$ cat src/axi_chan_pkg.sv
//####################
// AXI channel handshake states
// shared by the address, data and
// response channel machines
//####################

package axi_chan_pkg;

   // valid low, waiting for upstream
   // valid and ready both high, handshake cycle
   // valid high, waiting for ready
   typedef enum logic [1:0] {
      CH_WAIT   = 2'b00,
      CH_COMMIT = 2'b01,
      CH_ASSERT = 2'b10
   } chan_state_e;

endpackage

$ cat src/axi_field_pkg.sv
//####################
// AXI write field definitions
// bus widths, burst and response codes,
// packed address request and data beat
//####################

package axi_field_pkg;

   localparam int unsigned ADDR_WIDTH = 32;             // byte address
   localparam int unsigned DATA_WIDTH = 64;             // write data bus
   localparam int unsigned STRB_WIDTH = DATA_WIDTH / 8; // one strobe per byte
   localparam int unsigned LEN_WIDTH  = 8;              // beats minus one
   localparam int unsigned SIZE_WIDTH = 3;              // log2 bytes per beat

   typedef enum logic [1:0] {
      FIXED = 2'b00,
      INCR  = 2'b01,
      WRAP  = 2'b10
   } burst_e;

   typedef enum logic [1:0] {
      OKAY   = 2'b00,
      EXOKAY = 2'b01,
      SLVERR = 2'b10,
      DECERR = 2'b11
   } resp_e;

   // write address request, 45 bits
   typedef struct packed {
      logic [ADDR_WIDTH-1:0] addr;
      logic [LEN_WIDTH-1:0]  len;   // burst length minus one
      logic [SIZE_WIDTH-1:0] size;
      burst_e                burst;
   } aw_req_t;

   // one write data beat, 72 bits
   typedef struct packed {
      logic [DATA_WIDTH-1:0] data;
      logic [STRB_WIDTH-1:0] strb;
   } w_beat_t;

endpackage
$ cat src/axi_protocol.sv
//####################
// AXI write channel model
// address, burst tracking, data and
// response blocks wired together
//####################

module axi_protocol (
   input  logic                   axi_aclk,
   input  logic                   rst,
   input  axi_field_pkg::aw_req_t aw_in,
   input  logic                   awvalid_in,
   input  axi_field_pkg::w_beat_t w_in,
   input  logic                   wvalid_in,
   input  logic                   wready_in,
   input  logic                   bready_in,
   output axi_field_pkg::aw_req_t axi_aw,
   output logic                   axi_awvalid,
   output logic                   axi_awready,
   output axi_field_pkg::w_beat_t axi_w,
   output logic                   axi_wvalid,
   output logic                   axi_wready,
   output logic                   axi_wlast,
   output axi_field_pkg::resp_e   axi_bresp,
   output logic                   axi_bvalid,
   output logic                   axi_bready
);

   logic aw_commit;      // address handshake cycle
   logic w_commit;       // data handshake cycle
   logic burst_open;
   logic resp_pending;

   axi_addr_channel i_addr_channel (
      .axi_aclk     (axi_aclk),
      .rst          (rst),
      .aw_in        (aw_in),
      .awvalid_in   (awvalid_in),
      .burst_open   (burst_open),
      .resp_pending (resp_pending),
      .axi_aw       (axi_aw),
      .axi_awvalid  (axi_awvalid),
      .axi_awready  (axi_awready),
      .aw_commit    (aw_commit)
   );

   axi_burst_tracker i_burst_tracker (
      .axi_aclk   (axi_aclk),
      .rst        (rst),
      .aw_commit  (aw_commit),
      .aw_len     (axi_aw.len),   // request held during the handshake
      .w_commit   (w_commit),
      .burst_open (burst_open),
      .axi_wlast  (axi_wlast)
   );

   axi_wdata_channel i_wdata_channel (
      .axi_aclk   (axi_aclk),
      .rst        (rst),
      .w_in       (w_in),
      .wvalid_in  (wvalid_in),
      .wready_in  (wready_in),
      .burst_open (burst_open),
      .axi_wlast  (axi_wlast),
      .axi_w      (axi_w),
      .axi_wvalid (axi_wvalid),
      .axi_wready (axi_wready),
      .w_commit   (w_commit)
   );

   axi_bresp_channel i_bresp_channel (
      .axi_aclk     (axi_aclk),
      .rst          (rst),
      .w_commit     (w_commit),
      .axi_wlast    (axi_wlast),
      .bready_in    (bready_in),
      .axi_bresp    (axi_bresp),
      .axi_bvalid   (axi_bvalid),
      .axi_bready   (axi_bready),
      .resp_pending (resp_pending)
   );

endmodule

$ cat src/axi_bresp_channel.sv
//####################
// AXI write response channel
// OKAY after the last beat, holds off
// new addresses until it is taken
//####################

module axi_bresp_channel (
   input  logic                 axi_aclk,
   input  logic                 rst,
   input  logic                 w_commit,
   input  logic                 axi_wlast,
   input  logic                 bready_in,
   output axi_field_pkg::resp_e axi_bresp,
   output logic                 axi_bvalid,
   output logic                 axi_bready,
   output logic                 resp_pending
);
   import axi_field_pkg::*;
   import axi_chan_pkg::*;

   chan_state_e b_state;
   logic        last_done;   // final beat accepted

   assign last_done    = w_commit & axi_wlast;
   assign resp_pending = (b_state != CH_WAIT);   // through the handshake cycle

   always_ff @(posedge axi_aclk) begin
      if (last_done) begin
         axi_bresp <= OKAY;
      end
   end

   always_ff @(posedge axi_aclk) begin
      if (rst) begin
         b_state    <= CH_WAIT;
         axi_bvalid <= 1'b0;
         axi_bready <= 1'b0;
      end else begin
         case (b_state)
            CH_WAIT: begin
               if (last_done) begin
                  axi_bvalid <= 1'b1;
                  axi_bready <= bready_in;
                  if (bready_in) begin
                     b_state <= CH_COMMIT;
                  end else begin
                     b_state <= CH_ASSERT;
                  end
               end
            end
            CH_COMMIT: begin
               axi_bvalid <= 1'b0;   // response taken
               axi_bready <= 1'b0;
               b_state    <= CH_WAIT;
            end
            CH_ASSERT: begin
               if (bready_in) begin
                  axi_bready <= 1'b1;
                  b_state    <= CH_COMMIT;
               end
            end
            default: begin
               axi_bvalid <= 1'b0;
               axi_bready <= 1'b0;
               b_state    <= CH_WAIT;
            end
         endcase
      end
   end

   a_bready_valid: assert property (@(posedge axi_aclk) disable iff (rst)
      axi_bready |-> axi_bvalid)
      else $error("response ready raised with no valid response");

endmodule

$ cat src/axi_wdata_channel.sv
//####################
// AXI write data channel
// registers beats and mirrors the slave
// ready while a burst is open
//####################

module axi_wdata_channel (
   input  logic                   axi_aclk,
   input  logic                   rst,
   input  axi_field_pkg::w_beat_t w_in,
   input  logic                   wvalid_in,
   input  logic                   wready_in,
   input  logic                   burst_open,
   input  logic                   axi_wlast,
   output axi_field_pkg::w_beat_t axi_w,
   output logic                   axi_wvalid,
   output logic                   axi_wready,
   output logic                   w_commit
);
   import axi_chan_pkg::*;

   chan_state_e w_state;
   logic        slave_ready;   // slave ready inside a burst
   logic        capture;

   assign slave_ready = burst_open & wready_in;
   assign w_commit    = (w_state == CH_COMMIT);

   // new beat can be taken during a handshake cycle
   assign capture = wvalid_in & (w_state != CH_ASSERT);

   always_ff @(posedge axi_aclk) begin
      if (capture) begin
         axi_w <= w_in;
      end
   end

   //####################
   // handshake FSM
   //####################
   always_ff @(posedge axi_aclk) begin
      if (rst) begin
         w_state    <= CH_WAIT;
         axi_wvalid <= 1'b0;
         axi_wready <= 1'b0;
      end else begin
         case (w_state)
            CH_WAIT: begin
               if (wvalid_in) begin
                  axi_wvalid <= 1'b1;
                  if (slave_ready) begin
                     axi_wready <= 1'b1;
                     w_state    <= CH_COMMIT;
                  end else begin
                     axi_wready <= 1'b0;
                     w_state    <= CH_ASSERT;
                  end
               end
            end
            CH_COMMIT: begin
               if (axi_wlast) begin
                  // burst closes, next beat waits for a new address
                  axi_wready <= 1'b0;
                  axi_wvalid <= wvalid_in;
                  if (wvalid_in) begin
                     w_state <= CH_ASSERT;
                  end else begin
                     w_state <= CH_WAIT;
                  end
               end else if (wvalid_in) begin
                  axi_wready <= slave_ready;   // back to back beats
                  if (slave_ready) begin
                     w_state <= CH_COMMIT;
                  end else begin
                     w_state <= CH_ASSERT;
                  end
               end else begin
                  axi_wvalid <= 1'b0;
                  axi_wready <= 1'b0;
                  w_state    <= CH_WAIT;
               end
            end
            CH_ASSERT: begin
               if (slave_ready) begin
                  axi_wready <= 1'b1;
                  w_state    <= CH_COMMIT;
               end
            end
            default: begin
               axi_wvalid <= 1'b0;
               axi_wready <= 1'b0;
               w_state    <= CH_WAIT;
            end
         endcase
      end
   end

   // ready is only shown against a held beat
   a_wready_valid: assert property (@(posedge axi_aclk) disable iff (rst)
      axi_wready |-> axi_wvalid)
      else $error("write ready raised with no valid beat");

endmodule

$ cat src/axi_burst_tracker.sv
//####################
// AXI write burst tracker
// opens a burst on the address handshake,
// counts beats down and flags the last one
//####################

module axi_burst_tracker (
   input  logic                               axi_aclk,
   input  logic                               rst,
   input  logic                               aw_commit,
   input  logic [axi_field_pkg::LEN_WIDTH-1:0] aw_len,
   input  logic                               w_commit,
   output logic                               burst_open,
   output logic                               axi_wlast
);
   import axi_field_pkg::*;

   logic [LEN_WIDTH-1:0] beats_left;   // beats after the current one

   always_ff @(posedge axi_aclk) begin
      if (rst) begin
         burst_open <= 1'b0;
         axi_wlast  <= 1'b0;
         beats_left <= '0;
      end else if (aw_commit) begin
         burst_open <= 1'b1;
         beats_left <= aw_len;
         axi_wlast  <= (aw_len == '0);   // single beat burst
      end else if (w_commit) begin
         if (axi_wlast) begin
            // last beat accepted, burst is done
            burst_open <= 1'b0;
            axi_wlast  <= 1'b0;
         end else begin
            beats_left <= beats_left - LEN_WIDTH'(1);
            axi_wlast  <= (beats_left == LEN_WIDTH'(1));   // next beat is final
         end
      end
   end

   // data handshakes only happen inside an open burst
   a_beat_in_burst: assert property (@(posedge axi_aclk) disable iff (rst)
      w_commit |-> burst_open)
      else $error("write beat accepted with no open burst");

endmodule

$ cat src/axi_addr_channel.sv
//####################
// AXI write address channel
// registers the upstream request, raises
// valid and ready, marks the handshake
//####################

module axi_addr_channel (
   input  logic                   axi_aclk,
   input  logic                   rst,
   input  axi_field_pkg::aw_req_t aw_in,
   input  logic                   awvalid_in,
   input  logic                   burst_open,
   input  logic                   resp_pending,
   output axi_field_pkg::aw_req_t axi_aw,
   output logic                   axi_awvalid,
   output logic                   axi_awready,
   output logic                   aw_commit
);
   import axi_chan_pkg::*;

   chan_state_e aw_state;
   logic        chan_free;     // no burst, no response outstanding
   logic        capture;

   assign chan_free = ~burst_open & ~resp_pending;
   assign aw_commit = (aw_state == CH_COMMIT);   // valid and ready both high

   // request is taken in wait and during a handshake, held while asserting
   assign capture = awvalid_in & (aw_state != CH_ASSERT);

   always_ff @(posedge axi_aclk) begin
      if (capture) begin
         axi_aw <= aw_in;
      end
   end

   //####################
   // handshake FSM
   //####################
   always_ff @(posedge axi_aclk) begin
      if (rst) begin
         aw_state    <= CH_WAIT;
         axi_awvalid <= 1'b0;
         axi_awready <= 1'b1;   // channel free out of reset
      end else begin
         case (aw_state)
            CH_WAIT: begin
               axi_awready <= chan_free;   // rests high while idle
               if (awvalid_in) begin
                  axi_awvalid <= 1'b1;
                  if (chan_free) begin
                     aw_state <= CH_COMMIT;
                  end else begin
                     aw_state <= CH_ASSERT;
                  end
               end
            end
            CH_COMMIT: begin
               axi_awready <= 1'b0;
               if (awvalid_in) begin
                  axi_awvalid <= 1'b1;   // next request waits for the burst
                  aw_state    <= CH_ASSERT;
               end else begin
                  axi_awvalid <= 1'b0;
                  aw_state    <= CH_WAIT;
               end
            end
            CH_ASSERT: begin
               if (chan_free) begin
                  axi_awready <= 1'b1;
                  aw_state    <= CH_COMMIT;
               end
            end
            default: begin
               axi_awvalid <= 1'b0;
               axi_awready <= 1'b0;
               aw_state    <= CH_WAIT;
            end
         endcase
      end
   end

   // a stalled request keeps valid and payload until it is accepted
   a_aw_hold: assert property (@(posedge axi_aclk) disable iff (rst)
      axi_awvalid && !axi_awready |=> axi_awvalid && $stable(axi_aw))
      else $error("write address changed or dropped before handshake");

endmodule

$ cat config.mk
export PLATFORM = sky130hd
export DESIGN_NAME = axi_protocol
export DESIGN_NICKNAME = d
export VERILOG_FILES = /design/src/axi_chan_pkg.sv /design/src/axi_field_pkg.sv /design/src/axi_protocol.sv /design/src/axi_bresp_channel.sv /design/src/axi_wdata_channel.sv /design/src/axi_burst_tracker.sv /design/src/axi_addr_channel.sv
export SDC_FILE = /design/constraint.sdc
export NUM_CORES = 1
export LEC_CHECK = 0
export BUFFER_PORTS_ARGS = -buffer_cell sky130_fd_sc_hd__buf_4
export CAP_MARGIN = 20
export CORE_MARGIN = 1.5
export CORE_UTILIZATION = 30
export DETAILED_ROUTE_END_ITERATION = 6
export GPL_TIMING_DRIVEN = 0
export HOLD_SLACK_MARGIN = 0.12
export PLACE_DENSITY = 0.7
export RECOVER_POWER = 100
export REMOVE_ABC_BUFFERS = 1
export SLEW_MARGIN = 25
export SYNTH_ARGS = -nofsm -noshare
export SYNTH_HDL_FRONTEND = slang
export SYNTH_SLANG_ARGS = --single-unit
$ cat constraint.sdc
create_clock -name axi_aclk -period 11.8 [get_ports axi_aclk]
set_input_delay 1.18 -clock axi_aclk [delete_from_list [all_inputs] [get_ports axi_aclk]]
set_output_delay 1.18 -clock axi_aclk [all_outputs]
set_load 0.005 [all_outputs]
## Word level (Yosys, flattened, before mapping)

Index checks and enable logic that the tools add are counted.

| cells by class | value |
|---|---|
| reduce and logical (&&, ||, !) cells | 15 |
| mux-type cells | 45 |
| add/subtract/negate cells | 1 |
| equal/unequal tests | 16 |
| bitwise operators | 10 |

Operator list:

| kind | count |
|---|---|
| 2-bit 2-to-1 mux | 13 |
| 8-bit 2-to-1 mux | 3 |
| 1-bit 2-to-1 mux | 20 |
| 2-bit AND reduction | 7 |
| 2-bit != test, second input constant | 6 |
| 2-bit case mux with 3 select lines | 2 |
| 1-bit case mux with 3 select lines | 3 |
| 8-bit by 1-bit equality test with 1-bit output, second input constant | 1 |
| 8-bit zero test | 1 |
| 8-bit by 1-bit subtractor with 8-bit output, second input constant | 1 |
| 2-bit equality test, second input constant | 3 |
| 2-bit zero test | 3 |
| 2-bit by 1-bit != test with 1-bit output, second input constant | 3 |
| 1-bit case mux with 2 select lines | 3 |
| 2-bit nonzero test | 3 |
| 1-bit bitwise AND | 5 |
| 1-bit NOT | 5 |
| 2-bit by 1-bit equality test with 1-bit output, second input constant | 2 |
| 2-bit case mux with 2 select lines | 1 |
| 3-bit != test, second input constant | 1 |
| 3-bit AND reduction | 1 |

| word-level totals | value |
|---|---|
| output and inout port bits | 126 |
| flip-flop bits (word level) | 139 |
| bits of input ports | 123 |
| logic and storage cells | 105 |

## Depth between registers and ports, before layout

Gate-level depths: netlist of run 1.

| depth | value |
|---|---|
| depth after elaboration | 6 |
| mapped depth | 5 |
| mapped depth without buffers | 5 |

## Hierarchy

From an unflattened synthesis of run 1, not the netlist that was laid out.

| unflattened totals | value |
|---|---|
| cell total of the unflattened synthesis | 236 |
| area, all modules | 4551.9 µm² |

By module, submodules not included:

| module | times used | cells an instance | sequential area each (µm²) | area an instance (µm²) |
|---|---|---|---|---|
| axi_wdata_channel | 1 | 88 | 2222.1 | 2302.2 |
| axi_addr_channel | 1 | 61 | 1431.4 | 1507.7 |
| axi_burst_tracker | 1 | 74 | 200.2 | 606.8 |
| axi_bresp_channel | 1 | 13 | 60.1 | 135.1 |

## Least setup slack after synthesis of run 1

Ideal clock, no wire load.

| timing path | value |
|---|---|
| path type | input to register |
| start | input port wvalid_in |
| end | register i_wdata_channel.axi_w[0] (netlist name) |
| buffers on the path | 0 |
| path slack | 4764 ps |
| setup time | 613 ps |
| stages | 1 |
| data arrival time | 6423 ps |
| data required time | 11187 ps |
| cell sequence | a21boi_0 |

| on the way | value |
|---|---|
| word-level cells in the longest chain between the ends | 1 |

RTL lines:

| element | RTL line | text |
|---|---|---|
| start: declaration | axi_protocol.sv:13 | `input logic wvalid_in,` |
| 1-bit bitwise AND | axi_wdata_channel.sv:30 | `assign capture = wvalid_in & (w_state != CH_ASSERT);` |

Every way passes these cells.
A chain may end at the register's enable or synchronous reset.

## Worst setup path in the final report of run 1

| timing path | value |
|---|---|
| start | input port wvalid_in |
| end | register i_wdata_channel.axi_w[43] (netlist name) |

| on the way | value |
|---|---|
| word-level cells in the longest chain between the ends | 1 |

RTL lines:

| element | RTL line | text |
|---|---|---|
| 1-bit bitwise AND | axi_wdata_channel.sv:30 |  |
| net i_wdata_channel.capture | axi_wdata_channel.sv:24 | `logic capture;` |

The timed path passes the listed nets, and every way through them passes these cells.

==> results of run 1 <==
## metal layers
layer,part of all wire,vias to the layer above,global-route usage,wire length [µm]
li1,-,1435,-,-
met4,0.012,0,0.0527,136
met2,0.52,171,0.251,5750
met5,0,-,0,0
met3,0.11,11,0.0620,1180
met1,0.36,1450,0.146,3900
## cell type report
class | instances | area, µm²
Clock inverter | 15 | 200
Clock buffer | 17 | 425
Inverter | 7 | 26.3
Sequential cell | 137 | 3910
Fill cell | 1297 | 7560
Timing Repair Buffer | 251 | 1750
Tap cell | 184 | 230
Multi-Input combinational cell | 85 | 541
## how the worst min path moves through the flow
stage	startpoint	to	slack, ps	depth (start not counted)
CTS	i_bresp_channel.axi_bvalid	i_bresp_channel.axi_bvalid	480	1
global placement	i_bresp_channel.axi_bvalid	i_bresp_channel.axi_bvalid	450	1
global route	i_bresp_channel.axi_bvalid	i_bresp_channel.axi_bvalid	490	1
finish	i_bresp_channel.axi_bvalid	i_bresp_channel.axi_bvalid	470	1
floorplan	i_addr_channel.aw_state[0]	i_addr_channel.axi_awready	460	1
detailed placement	i_bresp_channel.axi_bvalid	i_bresp_channel.axi_bvalid	460	1
## state kept, by name, indices dropped and copies added, names as in the netlist
| register | flops |
|---|---|
| i_addr_channel.axi_aw | 45 |
| i_addr_channel.aw_state | 2 |
| i_wdata_channel.w_state | 2 |
| i_wdata_channel.axi_w | 72 |
| i_burst_tracker.axi_wlast | 1 |
| i_bresp_channel.axi_bvalid | 1 |
| i_wdata_channel.axi_wvalid | 1 |
| i_addr_channel.axi_awvalid | 1 |
| i_burst_tracker.beats_left | 8 |
| i_burst_tracker.burst_open | 1 |
| i_bresp_channel.b_state | 2 |
| i_addr_channel.axi_awready | 1 |
## per-stage QoR
step / setup WS [ps] / instance area [µm²] / power, W
floorplan: 4760 / 4480 / 0.000620
global placement: 2960 / 6560 / 0.000703
detailed placement: 9090 / 6720 / 0.000711
CTS: 9530 / 7340 / 0.00127
global route: 5870 / 7080 / 0.00128
finish: 6420 / 7080 / 0.00124
## layout by cell type, fill, tap and decap left out, types with 3 or more instances in the layout
cell type | netlist | layout
clkbuf_16 | 0 | 17
bufinv_16 | 0 | 4
clkinv_4 | 0 | 3
inv_1 | 7 | 7
a311oi_1 | 5 | 5
a21oi_1 | 6 | 6
nor2_1 | 17 | 17
clkbuf_4 | 0 | 212
or4_1 | 3 | 3
edfxtp_1 | 117 | 117
a211oi_1 | 4 | 4
clkinvlp_4 | 0 | 3
dfxtp_1 | 20 | 20
clkbuf_1 | 1 | 37
or3_1 | 3 | 3
nor4_1 | 5 | 5
o21ai_0 | 5 | 5
## logic make-up after synthesis
| logic type | count (synthesis) |
|---|---|
| and+or+nand+nor | 49 |
| adders and majority gates | 2 |
| xor gates and xnor gates | 1 |
| muxes | 1 |
| buffers and inverters | 14 |
| other | 1 |
| DFF | 137 |
| AOI/OAI and AO/OA | 30 |
## power breakdown
part           total, W  leakage [nW]  internal (W)  switching, W
sequential     0.000580          1.29      0.000565     0.0000141
clock          0.000555         0.297      0.000354      0.000201
combinational  0.000101          1.22     0.0000559     0.0000449
total           0.00124          2.81      0.000975      0.000260
## worst reg2reg max path: cells and delay by family, from the launching register on
family / cells / cell delay (ps)
compound gates: 1 / 1560
buf+inv: 4 / 2700
flops: 1 / 450
==> run_summary.xml, run 1 <==
<?xml version="1.0" encoding="UTF-8"?>
<metrics>
  <group name="sta">
    <metric name="final_cycle_utilization_of_the_critical_path" unit="">0.456</metric>
    <metric name="unrepaired_setup_endpoints_after_global_routing" unit="">false</metric>
    <metric name="final_period_minus_worst_setup_slack" unit="ps">5380</metric>
    <metric name="hold_viol" unit="">0</metric>
    <metric name="worstMarginPinSlew" unit="ps">2040</metric>
    <metric name="skew" unit="ps">6.91</metric>
    <metric name="final_max_slew_viol_count" unit="">16</metric>
    <metric name="relSlewSlack" unit="">-0.372</metric>
    <metric name="timing.fmax" unit="MHz">186</metric>
    <metric name="fin_tns_setup" unit="ps">0</metric>
    <metric name="fin_worst_hold_slack" unit="ps">465</metric>
    <metric name="setup_viol" unit="">0</metric>
  </group>
  <group name="setup_path">
    <metric name="r2r_end" unit="">i_wdata_channel.axi_w[43]</metric>
    <metric name="crit_path_end_kind" unit="">flop</metric>
    <metric name="r2r_cells" unit="">5</metric>
    <metric name="cell_mode_on_critical_path" unit="">clkbuf_1</metric>
    <metric name="critPathBufInv" unit="">4</metric>
    <metric name="crit_end" unit="">i_wdata_channel.axi_w[43]</metric>
    <metric name="worst-setup-path-type" unit="">input pin to flop</metric>
    <metric name="required" unit="ps">11830</metric>
    <metric name="worstPathArrival" unit="ps">5410</metric>
    <metric name="critical_path.slowest_cell" unit="">a21boi_0</metric>
    <metric name="critical_path_peak_fanout" unit="">21</metric>
    <metric name="reg2reg_setup_slack" unit="ps">6710</metric>
    <metric name="critical-path-max-stage-delay" unit="ps">1550</metric>
    <metric name="critical_path.cell_chain" unit="">clkbuf_1, a21boi_0, clkbuf_1, clkbuf_1, clkbuf_1</metric>
    <metric name="cp.depth" unit="">5</metric>
    <metric name="reg2reg_from" unit="">i_wdata_channel.w_state[0]</metric>
    <metric name="critPathTopFamily" unit="">buffers and inverters</metric>
    <metric name="timing.critical_path.from_type" unit="">input pin</metric>
    <metric name="startpoint" unit="">wvalid_in</metric>
  </group>
  <group name="drt">
    <metric name="first_iter_violations" unit="">189</metric>
    <metric name="drc" unit="">22</metric>
    <metric name="wl_per_cell" unit="µm">15.7</metric>
    <metric name="route.final.wire_length" unit="mm">11.0</metric>
    <metric name="vias" unit="">3067</metric>
    <metric name="avgViaCountPerCell" unit="">4.41</metric>
    <metric name="dr.pass1.iters" unit="">7</metric>
    <metric name="ant_nets" unit="">0</metric>
  </group>
  <group name="clock_tree">
    <metric name="cts-buffers-inserted" unit="">17</metric>
    <metric name="clkSinkCount" unit="">137</metric>
    <metric name="clock_tree.root_cell" unit="">clkbuf_16</metric>
    <metric name="clkLatencyLatePin" unit="ps">410</metric>
    <metric name="cts_tree" unit="">done</metric>
    <metric name="post_cts_resized" unit="">0</metric>
    <metric name="postCtsSetupRepairBufs" unit="">0</metric>
    <metric name="post_cts_hold_buffer_count" unit="">0</metric>
    <metric name="cts_max_path_buffers" unit="">2</metric>
    <metric name="ctsHtreeMaxLevel" unit="">4</metric>
    <metric name="clk_pin_slew_worst_paths" unit="ps">60</metric>
  </group>
  <group name="power">
    <metric name="power-per-cell-area" unit="nW/µm²">174</metric>
    <metric name="vdd.ir_drop.worst" unit="mV">0.119</metric>
    <metric name="leakage" unit="nW">2.81</metric>
  </group>
  <group name="synthesis">
    <metric name="synth_xor_xnor_area_share" unit="">0.00193</metric>
    <metric name="yosysMostFrequentCell" unit="">edfxtp_1</metric>
    <metric name="post_synth_main_area_contributors" unit="">edfxtp_1, dfxtp_1, nor2_1, a311oi_1, buf_6</metric>
    <metric name="synthMuxAreaShare" unit="">0.00221</metric>
    <metric name="average_footprint_of_a_synthesized_cell" unit="µm²">19.3</metric>
    <metric name="synth_top_flop_cell" unit="">edfxtp_1</metric>
    <metric name="synth_compound_gate_area_share" unit="">0.0455</metric>
    <metric name="synth_top_family_by_area" unit="">simple AND/OR/NAND/NOR gates</metric>
    <metric name="yosys.area_share.adder" unit="">0.00552</metric>
    <metric name="synthesis.area" unit="µm²">4530</metric>
    <metric name="synth-seq-cells" unit="">137</metric>
    <metric name="synth_top_cell_by_area" unit="">edfxtp_1</metric>
    <metric name="synthArstFlopShare" unit="">0</metric>
    <metric name="area_share_of_and_or_nand_nor_cells_after_synthesis" unit="">0.0624</metric>
    <metric name="sequential_fraction_of_the_synthesis_area" unit="">0.863</metric>
    <metric name="synth.yosys.warnings" unit="">0</metric>
    <metric name="netlist_top_cells_count" unit="">edfxtp_1, dfxtp_1, nor2_1</metric>
    <metric name="synth-edff-count" unit="">117</metric>
    <metric name="synthDominantCellAreaShare" unit="">0.775</metric>
    <metric name="synth.lib_cells_used.distinct" unit="">40</metric>
    <metric name="netlist_instances" unit="">235</metric>
  </group>
  <group name="place">
    <metric name="gp_routability_congestion" unit="">0.746</metric>
    <metric name="dpl.cell_count" unit="">664</metric>
    <metric name="dpl.hpwl" unit="mm">8.49</metric>
    <metric name="numPortBuffers" unit="">246</metric>
  </group>
  <group name="grt">
    <metric name="grt_antenna_before_repair" unit="">0</metric>
    <metric name="grt_util_all_layers" unit="">0.141</metric>
    <metric name="overflow" unit="">0</metric>
    <metric name="grt_start_max_net_pins" unit="">26</metric>
    <metric name="grt_pass1_wl" unit="mm">16.7</metric>
    <metric name="first_global_vias" unit="">3223</metric>
  </group>
  <group name="floorplanning">
    <metric name="core_area" unit="µm²">14600</metric>
    <metric name="placementRows" unit="">44</metric>
    <metric name="floorplan.die_area" unit="µm²">15900</metric>
    <metric name="fp.dieW" unit="µm">126</metric>
    <metric name="ioPinCount" unit="">249</metric>
    <metric name="die_span_y" unit="µm">126</metric>
    <metric name="initial_core_util" unit="">0.310</metric>
  </group>
  <group name="status">
    <metric name="run_status" unit="">complete, but fails checks</metric>
    <metric name="violations" unit="">design-rule violations, max-capacitance violations, max-slew violations</metric>
  </group>
  <group name="final_layout">
    <metric name="antennaDiodeCount" unit="">0</metric>
    <metric name="design.final.nets" unit="">624</metric>
    <metric name="layout.core_utilization" unit="">0.484</metric>
    <metric name="area_delta_synth_final" unit="%">56.2</metric>
    <metric name="post_route_cells_drive_above_1_share" unit="">0.486</metric>
    <metric name="layoutNonFillerInstCount" unit="">696</metric>
  </group>
  <group name="run">
    <metric name="max_cap_viol_count" unit="">1</metric>
  </group>
  <group name="min_path">
    <metric name="hold_class" unit="">flop to flop</metric>
  </group>
</metrics>
(Power assumes the default switching activity.)
==> inputs of run 2 (changes only) <==
- ABC_AREA: default -> 1
- PLACE_DENSITY: 0.7 -> 0.69
- clock period: 11.8 -> 5.6 ns (I/O delays scaled with it)
==> run 2 against run 1 <==
Effect of this change:
- power grew 110%
- the run ends with max-capacitance violations, max-slew violations left
- critical path type is now flop to flop
- sequential power grew 110%
- core utilization shrank 1.4 points
- via count grew 5.8%
- worst hold slack lost 130 ps
- clock skew grew 1.3 ps
- highest routed layer unchanged
- non-clock buffer count shrank 2
==> run_summary.xml, run 2 <==
<?xml version="1.0" encoding="UTF-8"?>
<metrics>
  <group name="status">
    <metric name="run_status" unit="">complete, but fails checks</metric>
    <metric name="violations" unit="">max-capacitance violations, max-slew violations</metric>
  </group>
  <group name="synthesis">
    <metric name="sequential_fraction_of_the_synthesis_area" unit="">0.846</metric>
    <metric name="synth_xor_xnor_area_share" unit="">0.00379</metric>
    <metric name="synth_top_flop_cell" unit="">edfxtp_1</metric>
    <metric name="synth-seq-cells" unit="">137</metric>
    <metric name="synth_top_family_by_area" unit="">simple AND/OR/NAND/NOR gates</metric>
    <metric name="synthesis.area" unit="µm²">4630</metric>
    <metric name="synth_top_cell_by_area" unit="">edfxtp_1</metric>
    <metric name="synth.yosys.warnings" unit="">0</metric>
    <metric name="synth-edff-count" unit="">117</metric>
    <metric name="synthArstFlopShare" unit="">0</metric>
    <metric name="post_synth_main_area_contributors" unit="">edfxtp_1, dfxtp_1, nand2_1, inv_1, nor2_1</metric>
    <metric name="synthDominantCellAreaShare" unit="">0.760</metric>
    <metric name="synthMuxAreaShare" unit="">0</metric>
    <metric name="area_share_of_and_or_nand_nor_cells_after_synthesis" unit="">0.0844</metric>
    <metric name="yosysMostFrequentCell" unit="">edfxtp_1</metric>
    <metric name="netlist_instances" unit="">284</metric>
    <metric name="synth_compound_gate_area_share" unit="">0.0300</metric>
    <metric name="average_footprint_of_a_synthesized_cell" unit="µm²">16.3</metric>
    <metric name="synth.lib_cells_used.distinct" unit="">30</metric>
    <metric name="netlist_top_cells_count" unit="">edfxtp_1, nand2_1, inv_1</metric>
    <metric name="yosys.area_share.adder" unit="">0.00541</metric>
  </group>
  <group name="setup_path">
    <metric name="critical_path_peak_fanout" unit="">23</metric>
    <metric name="critical_path.cell_chain" unit="">inv_1, nor2_1, nor2_1, clkbuf_1</metric>
    <metric name="startpoint" unit="">i_addr_channel.aw_state[1]</metric>
    <metric name="required" unit="ps">5630</metric>
    <metric name="critical-path-max-stage-delay" unit="ps">1410</metric>
    <metric name="timing.critical_path.from_type" unit="">flop</metric>
    <metric name="r2r_cells" unit="">4</metric>
    <metric name="crit_end" unit="">i_addr_channel.axi_aw[34]</metric>
    <metric name="critical_path.slowest_cell" unit="">nor2_1</metric>
    <metric name="reg2reg_setup_slack" unit="ps">2320</metric>
    <metric name="cell_mode_on_critical_path" unit="">nor2_1</metric>
    <metric name="crit_path_end_kind" unit="">flop</metric>
    <metric name="reg2reg_from" unit="">i_addr_channel.aw_state[1]</metric>
    <metric name="worstPathArrival" unit="ps">3310</metric>
    <metric name="worst-setup-path-type" unit="">flop to flop</metric>
    <metric name="r2r_end" unit="">i_addr_channel.axi_aw[34]</metric>
  </group>
  <group name="final_layout">
    <metric name="design.final.nets" unit="">674</metric>
    <metric name="antennaDiodeCount" unit="">0</metric>
    <metric name="layout_commonest_cell" unit="">clkbuf_4</metric>
    <metric name="post_route_cells_drive_above_1_share" unit="">0.438</metric>
    <metric name="mostFrequentLayoutCells" unit="">clkbuf_4, edfxtp_1, nand2_1, clkbuf_1, inv_1</metric>
    <metric name="largest-register" unit="">i_wdata_channel.axi_w</metric>
    <metric name="area_delta_synth_final" unit="%">53.8</metric>
    <metric name="largest_register_ff_count" unit="">72</metric>
    <metric name="layout_top_registers" unit="">i_wdata_channel.axi_w: 72 flops, i_addr_channel.axi_aw: 45 flops, i_burst_tracker.beats_left: 8 flops</metric>
  </group>
  <group name="clock_tree">
    <metric name="ctsHtreeMaxLevel" unit="">4</metric>
    <metric name="post_cts_hold_buffer_count" unit="">0</metric>
    <metric name="clkLatencyLatePin" unit="ps">420</metric>
    <metric name="cts_tree" unit="">done</metric>
    <metric name="cts_max_path_buffers" unit="">2</metric>
    <metric name="post_cts_resized" unit="">0</metric>
    <metric name="clkSinkCount" unit="">137</metric>
    <metric name="postCtsSetupRepairBufs" unit="">0</metric>
    <metric name="clk_pin_slew_worst_paths" unit="ps">60</metric>
    <metric name="clock_tree.root_cell" unit="">clkbuf_16</metric>
    <metric name="cts-buffers-inserted" unit="">17</metric>
  </group>
  <group name="place">
    <metric name="dpl.hpwl" unit="mm">8.75</metric>
    <metric name="gp_routability_congestion" unit="">0.799</metric>
    <metric name="numPortBuffers" unit="">246</metric>
  </group>
  <group name="drt">
    <metric name="ant_nets" unit="">0</metric>
    <metric name="drc" unit="">0</metric>
    <metric name="vias" unit="">3246</metric>
    <metric name="avgViaCountPerCell" unit="">4.33</metric>
    <metric name="first_iter_violations" unit="">149</metric>
    <metric name="dr.pass1.iters" unit="">4</metric>
    <metric name="route.final.wire_length" unit="mm">11.3</metric>
    <metric name="wl_per_cell" unit="µm">15.1</metric>
  </group>
  <group name="sta">
    <metric name="timing.fmax" unit="MHz">305</metric>
    <metric name="final_cycle_utilization_of_the_critical_path" unit="">0.586</metric>
    <metric name="fin_tns_setup" unit="ps">0</metric>
    <metric name="setup_viol" unit="">0</metric>
    <metric name="worstMarginPinSlew" unit="ps">1920</metric>
    <metric name="skew" unit="ps">8.22</metric>
    <metric name="hold_viol" unit="">0</metric>
    <metric name="relSlewSlack" unit="">-0.284</metric>
    <metric name="final_max_slew_viol_count" unit="">55</metric>
    <metric name="unrepaired_setup_endpoints_after_global_routing" unit="">false</metric>
    <metric name="final_period_minus_worst_setup_slack" unit="ps">3280</metric>
  </group>
  <group name="grt">
    <metric name="overflow" unit="">0</metric>
    <metric name="first_global_vias" unit="">3362</metric>
    <metric name="grt_pass1_wl" unit="mm">16.7</metric>
    <metric name="grt_start_max_net_pins" unit="">31</metric>
    <metric name="grt_antenna_before_repair" unit="">0</metric>
    <metric name="grt_util_all_layers" unit="">0.141</metric>
  </group>
  <group name="floorplanning">
    <metric name="initial_core_util" unit="">0.305</metric>
    <metric name="die_span_y" unit="µm">127</metric>
    <metric name="core_area" unit="µm²">15100</metric>
    <metric name="floorplan.die_area" unit="µm²">16200</metric>
    <metric name="ioPinCount" unit="">249</metric>
    <metric name="fp.dieW" unit="µm">127</metric>
    <metric name="placementRows" unit="">45</metric>
  </group>
  <group name="power">
    <metric name="comb_power_share" unit="">0.089</metric>
    <metric name="sw_frac_of_total" unit="">0.223</metric>
    <metric name="netSwitchingPower" unit="W">0.000565</metric>
    <metric name="share_seq_of_total_power" unit="">0.480</metric>
    <metric name="power.share.clock" unit="">0.431</metric>
    <metric name="leakage" unit="nW">2.92</metric>
    <metric name="vdd.ir_drop.worst" unit="mV">0.204</metric>
    <metric name="power-per-cell-area" unit="nW/µm²">357</metric>
    <metric name="total_power" unit="W">0.00254</metric>
    <metric name="internal_power" unit="W">0.00197</metric>
  </group>
  <group name="min_path">
    <metric name="hold_class" unit="">input pin to flop</metric>
  </group>
  <group name="run">
    <metric name="max_cap_viol_count" unit="">2</metric>
  </group>
</metrics>
## run 2: changes by cell type after synthesis, moves of 3 or more
cell	delta
a31oi_1	+3
nand2_1	+41
or4_1	-3
a311oi_1	-5
buf_6	-3
nand3_1	+8
inv_1	+22
nor2_1	+4
or3_1	-3
nor4_1	-4
## run 2: how the worst min path moves through the flow
stage	from	to	slack (ps)	depth (start not counted)
6_report	bready_in	i_bresp_channel.b_state[1]	340	2
5_1_grt	w_in[22]	i_wdata_channel.axi_w[22]	320	1
4_1_cts	w_in[22]	i_wdata_channel.axi_w[22]	300	1
3_5_place_dp	i_bresp_channel.axi_bvalid	i_bresp_channel.axi_bvalid	450	2
3_3_place_gp	i_bresp_channel.axi_bvalid	i_bresp_channel.axi_bvalid	450	2
2_1_floorplan	i_burst_tracker.burst_open	i_burst_tracker.burst_open	450	2
## run 2: final cells by class
class / count / area [µm²]
sequential: 137 / 3910
timing repair buffer: 249 / 1730
multi-input combinational: 114 / 541
clock buffer: 20 / 437
inverter: 30 / 113
tap: 188 / 235
fill: 1365 / 8030
clock inverter: 12 / 141
## run 2: layer usage
metal / part of all wire / routed length, µm / track usage / up-vias
met1: 0.35 / 4020 / 0.143 / 1546
met2: 0.52 / 5930 / 0.238 / 145
met5: 0 / 0 / 0 / -
met4: 0.028 / 316 / 0.0789 / 0
li1: - / - / - / 1533
met3: 0.094 / 1070 / 0.0683 / 22
## run 2: critical path, delay by kind of cell, from the launching register on
| kind | cells | cell delay [ps] |
|---|---|---|
| buffers and inverters | 2 | 1080 |
| flip-flops | 1 | 300 |
| AND/OR/NAND/NOR | 2 | 1500 |
## run 2: metrics by stage
stage / instance area [µm²] / util / hold WS, ps / instances / worst slack (ps)
after floorplan: 4610 / - / 447 / 281 / 1500
after global placement: 6690 / 0.442 / 447 / 715 / 406
after detailed placement: 6770 / 0.447 / 446 / 718 / 3690
after CTS: 7350 / 0.485 / 301 / 750 / 3880
after global routing: 7110 / 0.470 / 317 / 750 / 1930
final: 7110 / 0.470 / 336 / 750 / 2320
## run 2: logic make-up (layout without fill, tap and decap cells)
family | Yosys count | in the layout
xor+xnor | 2 | 2
flops | 137 | 137
compound gates | 23 | 23
buf+inv | 34 | 311
simple gates | 85 | 85
fa+ha+maj | 2 | 2
other cells | 1 | 2
## run 2: power groups by stage
stage | Clock, W | Combinational (W) | Sequential, W
floorplan | 0 | 0.0000659 | 0.00125
finish | 0.00109 | 0.000226 | 0.00122
global route | 0.00116 | 0.000247 | 0.00122
CTS | 0.00112 | 0.000263 | 0.00122
global placement | 0 | 0.000243 | 0.00124
detailed placement | 0 | 0.000262 | 0.00124
==> inputs of run 3 (changes only) <==
- ABC_AREA: 1 -> 0
- PLACE_DENSITY: 0.69 -> 0.72
- clock period: 5.6 -> 3 ns (I/O delays scaled with it)
==> run 3 against run 2 <==
Effect of this change:
- the flow finishes with violations (design-rule violations)
- cell count increased by 8.5%
- largest power group unchanged
- first-iteration DRC count increased by 28%
- critical path depth decreased by 1
- sequential share of layout area decreased by 8.2 points
- worst hold slack got worse by 160 ps
- clock-buffer cell count decreased by 2
- sequential power increased by 87%
- global-route usage increased by 2.6 points
- core utilization increased by 10 points
- highest routed layer unchanged
- power increased by 98%
==> run_summary.xml, run 3 (same netlist as run 1, synthesis figures left out) <==
<?xml version="1.0" encoding="UTF-8"?>
<metrics>
  <group name="sta">
    <metric name="setup_viol" unit="">0</metric>
    <metric name="final_period_minus_worst_setup_slack" unit="ps">2140</metric>
    <metric name="unrepaired_setup_endpoints_after_global_routing" unit="">false</metric>
    <metric name="worstMarginPinSlew" unit="ps">1390</metric>
    <metric name="skew" unit="ps">7.51</metric>
    <metric name="hold_viol" unit="">0</metric>
    <metric name="timing.fmax" unit="MHz">467</metric>
    <metric name="fin_tns_setup" unit="ps">0</metric>
    <metric name="final_max_slew_viol_count" unit="">0</metric>
    <metric name="final_cycle_utilization_of_the_critical_path" unit="">0.714</metric>
    <metric name="setup_slack" unit="ps">858</metric>
    <metric name="relSlewSlack" unit="">0.0634</metric>
  </group>
  <group name="final_layout">
    <metric name="layout_top_registers" unit="">i_wdata_channel.axi_w: 72 flops, i_addr_channel.axi_aw: 45 flops, i_burst_tracker.beats_left: 8 flops</metric>
    <metric name="layout_commonest_cell" unit="">clkbuf_4</metric>
    <metric name="antennaDiodeCount" unit="">0</metric>
    <metric name="fin_area" unit="µm²">8370</metric>
    <metric name="design.final.nets" unit="">742</metric>
    <metric name="layout.core_utilization" unit="">0.572</metric>
    <metric name="post_route_cells_drive_above_1_share" unit="">0.408</metric>
    <metric name="largest-register" unit="">i_wdata_channel.axi_w</metric>
    <metric name="largest_register_ff_count" unit="">72</metric>
    <metric name="area_delta_synth_final" unit="%">84.6</metric>
    <metric name="mostFrequentLayoutCells" unit="">clkbuf_4, dlygate4sd3_1, edfxtp_1, clkbuf_1, dfxtp_1</metric>
    <metric name="n_fill_cell" unit="">1168</metric>
  </group>
  <group name="setup_path">
    <metric name="critPathBufInv" unit="">2</metric>
    <metric name="critical_path.slowest_cell" unit="">clkbuf_1</metric>
    <metric name="timing.critical_path.from_type" unit="">flop</metric>
    <metric name="worstPathArrival" unit="ps">2180</metric>
    <metric name="crit_path_end_kind" unit="">flop</metric>
    <metric name="required" unit="ps">3040</metric>
    <metric name="critical_path_peak_fanout" unit="">15</metric>
    <metric name="critPathTopFamily" unit="">buffers and inverters</metric>
    <metric name="critical-path-max-stage-delay" unit="ps">640</metric>
    <metric name="worst-setup-path-type" unit="">flop to flop</metric>
    <metric name="critical_path.cell_chain" unit="">inv_1, a21boi_4, clkbuf_1</metric>
  </group>
  <group name="status">
    <metric name="violations" unit="">design-rule violations</metric>
    <metric name="run_status" unit="">complete, but fails checks</metric>
  </group>
  <group name="drt">
    <metric name="vias" unit="">3570</metric>
    <metric name="first_iter_violations" unit="">191</metric>
    <metric name="dr.pass1.iters" unit="">7</metric>
    <metric name="wl_per_cell" unit="µm">15.8</metric>
    <metric name="avgViaCountPerCell" unit="">4.39</metric>
    <metric name="drc" unit="">22</metric>
    <metric name="ant_nets" unit="">0</metric>
    <metric name="route.final.wire_length" unit="mm">12.9</metric>
  </group>
  <group name="floorplanning">
    <metric name="die_span_y" unit="µm">126</metric>
    <metric name="placementRows" unit="">44</metric>
    <metric name="ioPinCount" unit="">249</metric>
    <metric name="fp.dieW" unit="µm">126</metric>
    <metric name="floorplan.die_area" unit="µm²">15900</metric>
    <metric name="initial_core_util" unit="">0.310</metric>
    <metric name="core_area" unit="µm²">14600</metric>
  </group>
  <group name="power">
    <metric name="vdd.ir_drop.worst" unit="mV">0.347</metric>
    <metric name="sw_frac_of_total" unit="">0.212</metric>
    <metric name="share_seq_of_total_power" unit="">0.453</metric>
    <metric name="comb_power_share" unit="">0.111</metric>
    <metric name="power.share.clock" unit="">0.436</metric>
    <metric name="netSwitchingPower" unit="W">0.00107</metric>
    <metric name="internal_power" unit="W">0.00396</metric>
    <metric name="power-per-cell-area" unit="nW/µm²">601</metric>
    <metric name="total_power" unit="W">0.00503</metric>
    <metric name="leakage" unit="nW">3.36</metric>
  </group>
  <group name="grt">
    <metric name="grt_antenna_before_repair" unit="">0</metric>
    <metric name="grt_start_max_net_pins" unit="">26</metric>
    <metric name="grt_util_all_layers" unit="">0.167</metric>
    <metric name="grt_pass1_wl" unit="mm">20.0</metric>
    <metric name="first_global_vias" unit="">3906</metric>
    <metric name="overflow" unit="">0</metric>
  </group>
  <group name="place">
    <metric name="placement.cell_area" unit="µm²">6690</metric>
    <metric name="numPortBuffers" unit="">246</metric>
    <metric name="place_ws" unit="ps">969</metric>
    <metric name="dpl.hpwl" unit="mm">8.46</metric>
    <metric name="gp_routability_congestion" unit="">0.716</metric>
  </group>
  <group name="clock_tree">
    <metric name="clkSinkCount" unit="">137</metric>
    <metric name="clk_pin_slew_worst_paths" unit="ps">60</metric>
    <metric name="cts_max_path_buffers" unit="">2</metric>
    <metric name="cts_tree" unit="">done</metric>
    <metric name="postCtsSetupRepairBufs" unit="">0</metric>
    <metric name="clkLatencyLatePin" unit="ps">410</metric>
    <metric name="cts-buffers-inserted" unit="">17</metric>
    <metric name="ctsHtreeMaxLevel" unit="">4</metric>
    <metric name="clock_tree.root_cell" unit="">clkbuf_16</metric>
  </group>
  <group name="min_path">
    <metric name="hold_class" unit="">input pin to flop</metric>
  </group>
  <group name="run">
    <metric name="max_cap_viol_count" unit="">0</metric>
  </group>
</metrics>
==> run 3: timing repair <==
action,CTS,global route
hold buffers,118,0
gates resized for setup,0,0
hold endpoints to repair,119,0
==> run 3: metal layers <==
| metal | routed length [µm] | share of wire | vias up | GRT usage |
|---|---|---|---|---|
| met5 | 0 | 0 | - | 0 |
| met3 | 1040 | 0.080 | 21 | 0.0675 |
| met2 | 6870 | 0.53 | 188 | 0.305 |
| met4 | 294 | 0.023 | 0 | 0.0663 |
| met1 | 4690 | 0.36 | 1684 | 0.171 |
| li1 | - | - | 1677 | - |
==> run 3: worst paths after layout <==
path                                                  from                    endpoint  slack, ps  cells past startpoint
worst max-delay path            i_wdata_channel.w_state[0]   i_wdata_channel.axi_w[35]        860                      3
worst min-delay path                            awvalid_in  i_addr_channel.axi_awvalid        170                      3
worst max register to register  i_wdata_channel.w_state[0]   i_wdata_channel.axi_w[35]        860                      3
worst min register to register  i_bresp_channel.axi_bvalid  i_bresp_channel.axi_bvalid        460                      1
==> run 3: cell type report <==
type	instances	area (µm²)	share of cell area
inverter	7	26.3	0.00314
multi-input combinational	85	552	0.0659
timing repair buffer	369	3020	0.361
sequential	137	3910	0.468
tap	184	230	0.0275
clock buffer	18	429	0.0513
clock inverter	14	198	0.0236
==> run 3: stage by stage <==
stage,hold WS [ps],instances
5_1_grt,184,814
2_1_floorplan,369,229
6_report,174,814
3_5_place_dp,459,664
3_3_place_gp,455,659
4_1_cts,157,814
==> run 3: worst min-delay path, stage by stage <==
cell and delay (ps):
buf_4 90, a22oi_1 50, nor2_1 100
==> run 3: power by group through the flow <==
stage	Sequential (W)	Clock [W]	Combinational, W
4_1_cts	0.00228	0.00225	0.000595
2_1_floorplan	0.00234	0	0.0000980
6_report	0.00228	0.00219	0.000555
3_5_place_dp	0.00232	0	0.000468
5_1_grt	0.00229	0.00234	0.000598
3_3_place_gp	0.00234	0	0.000423
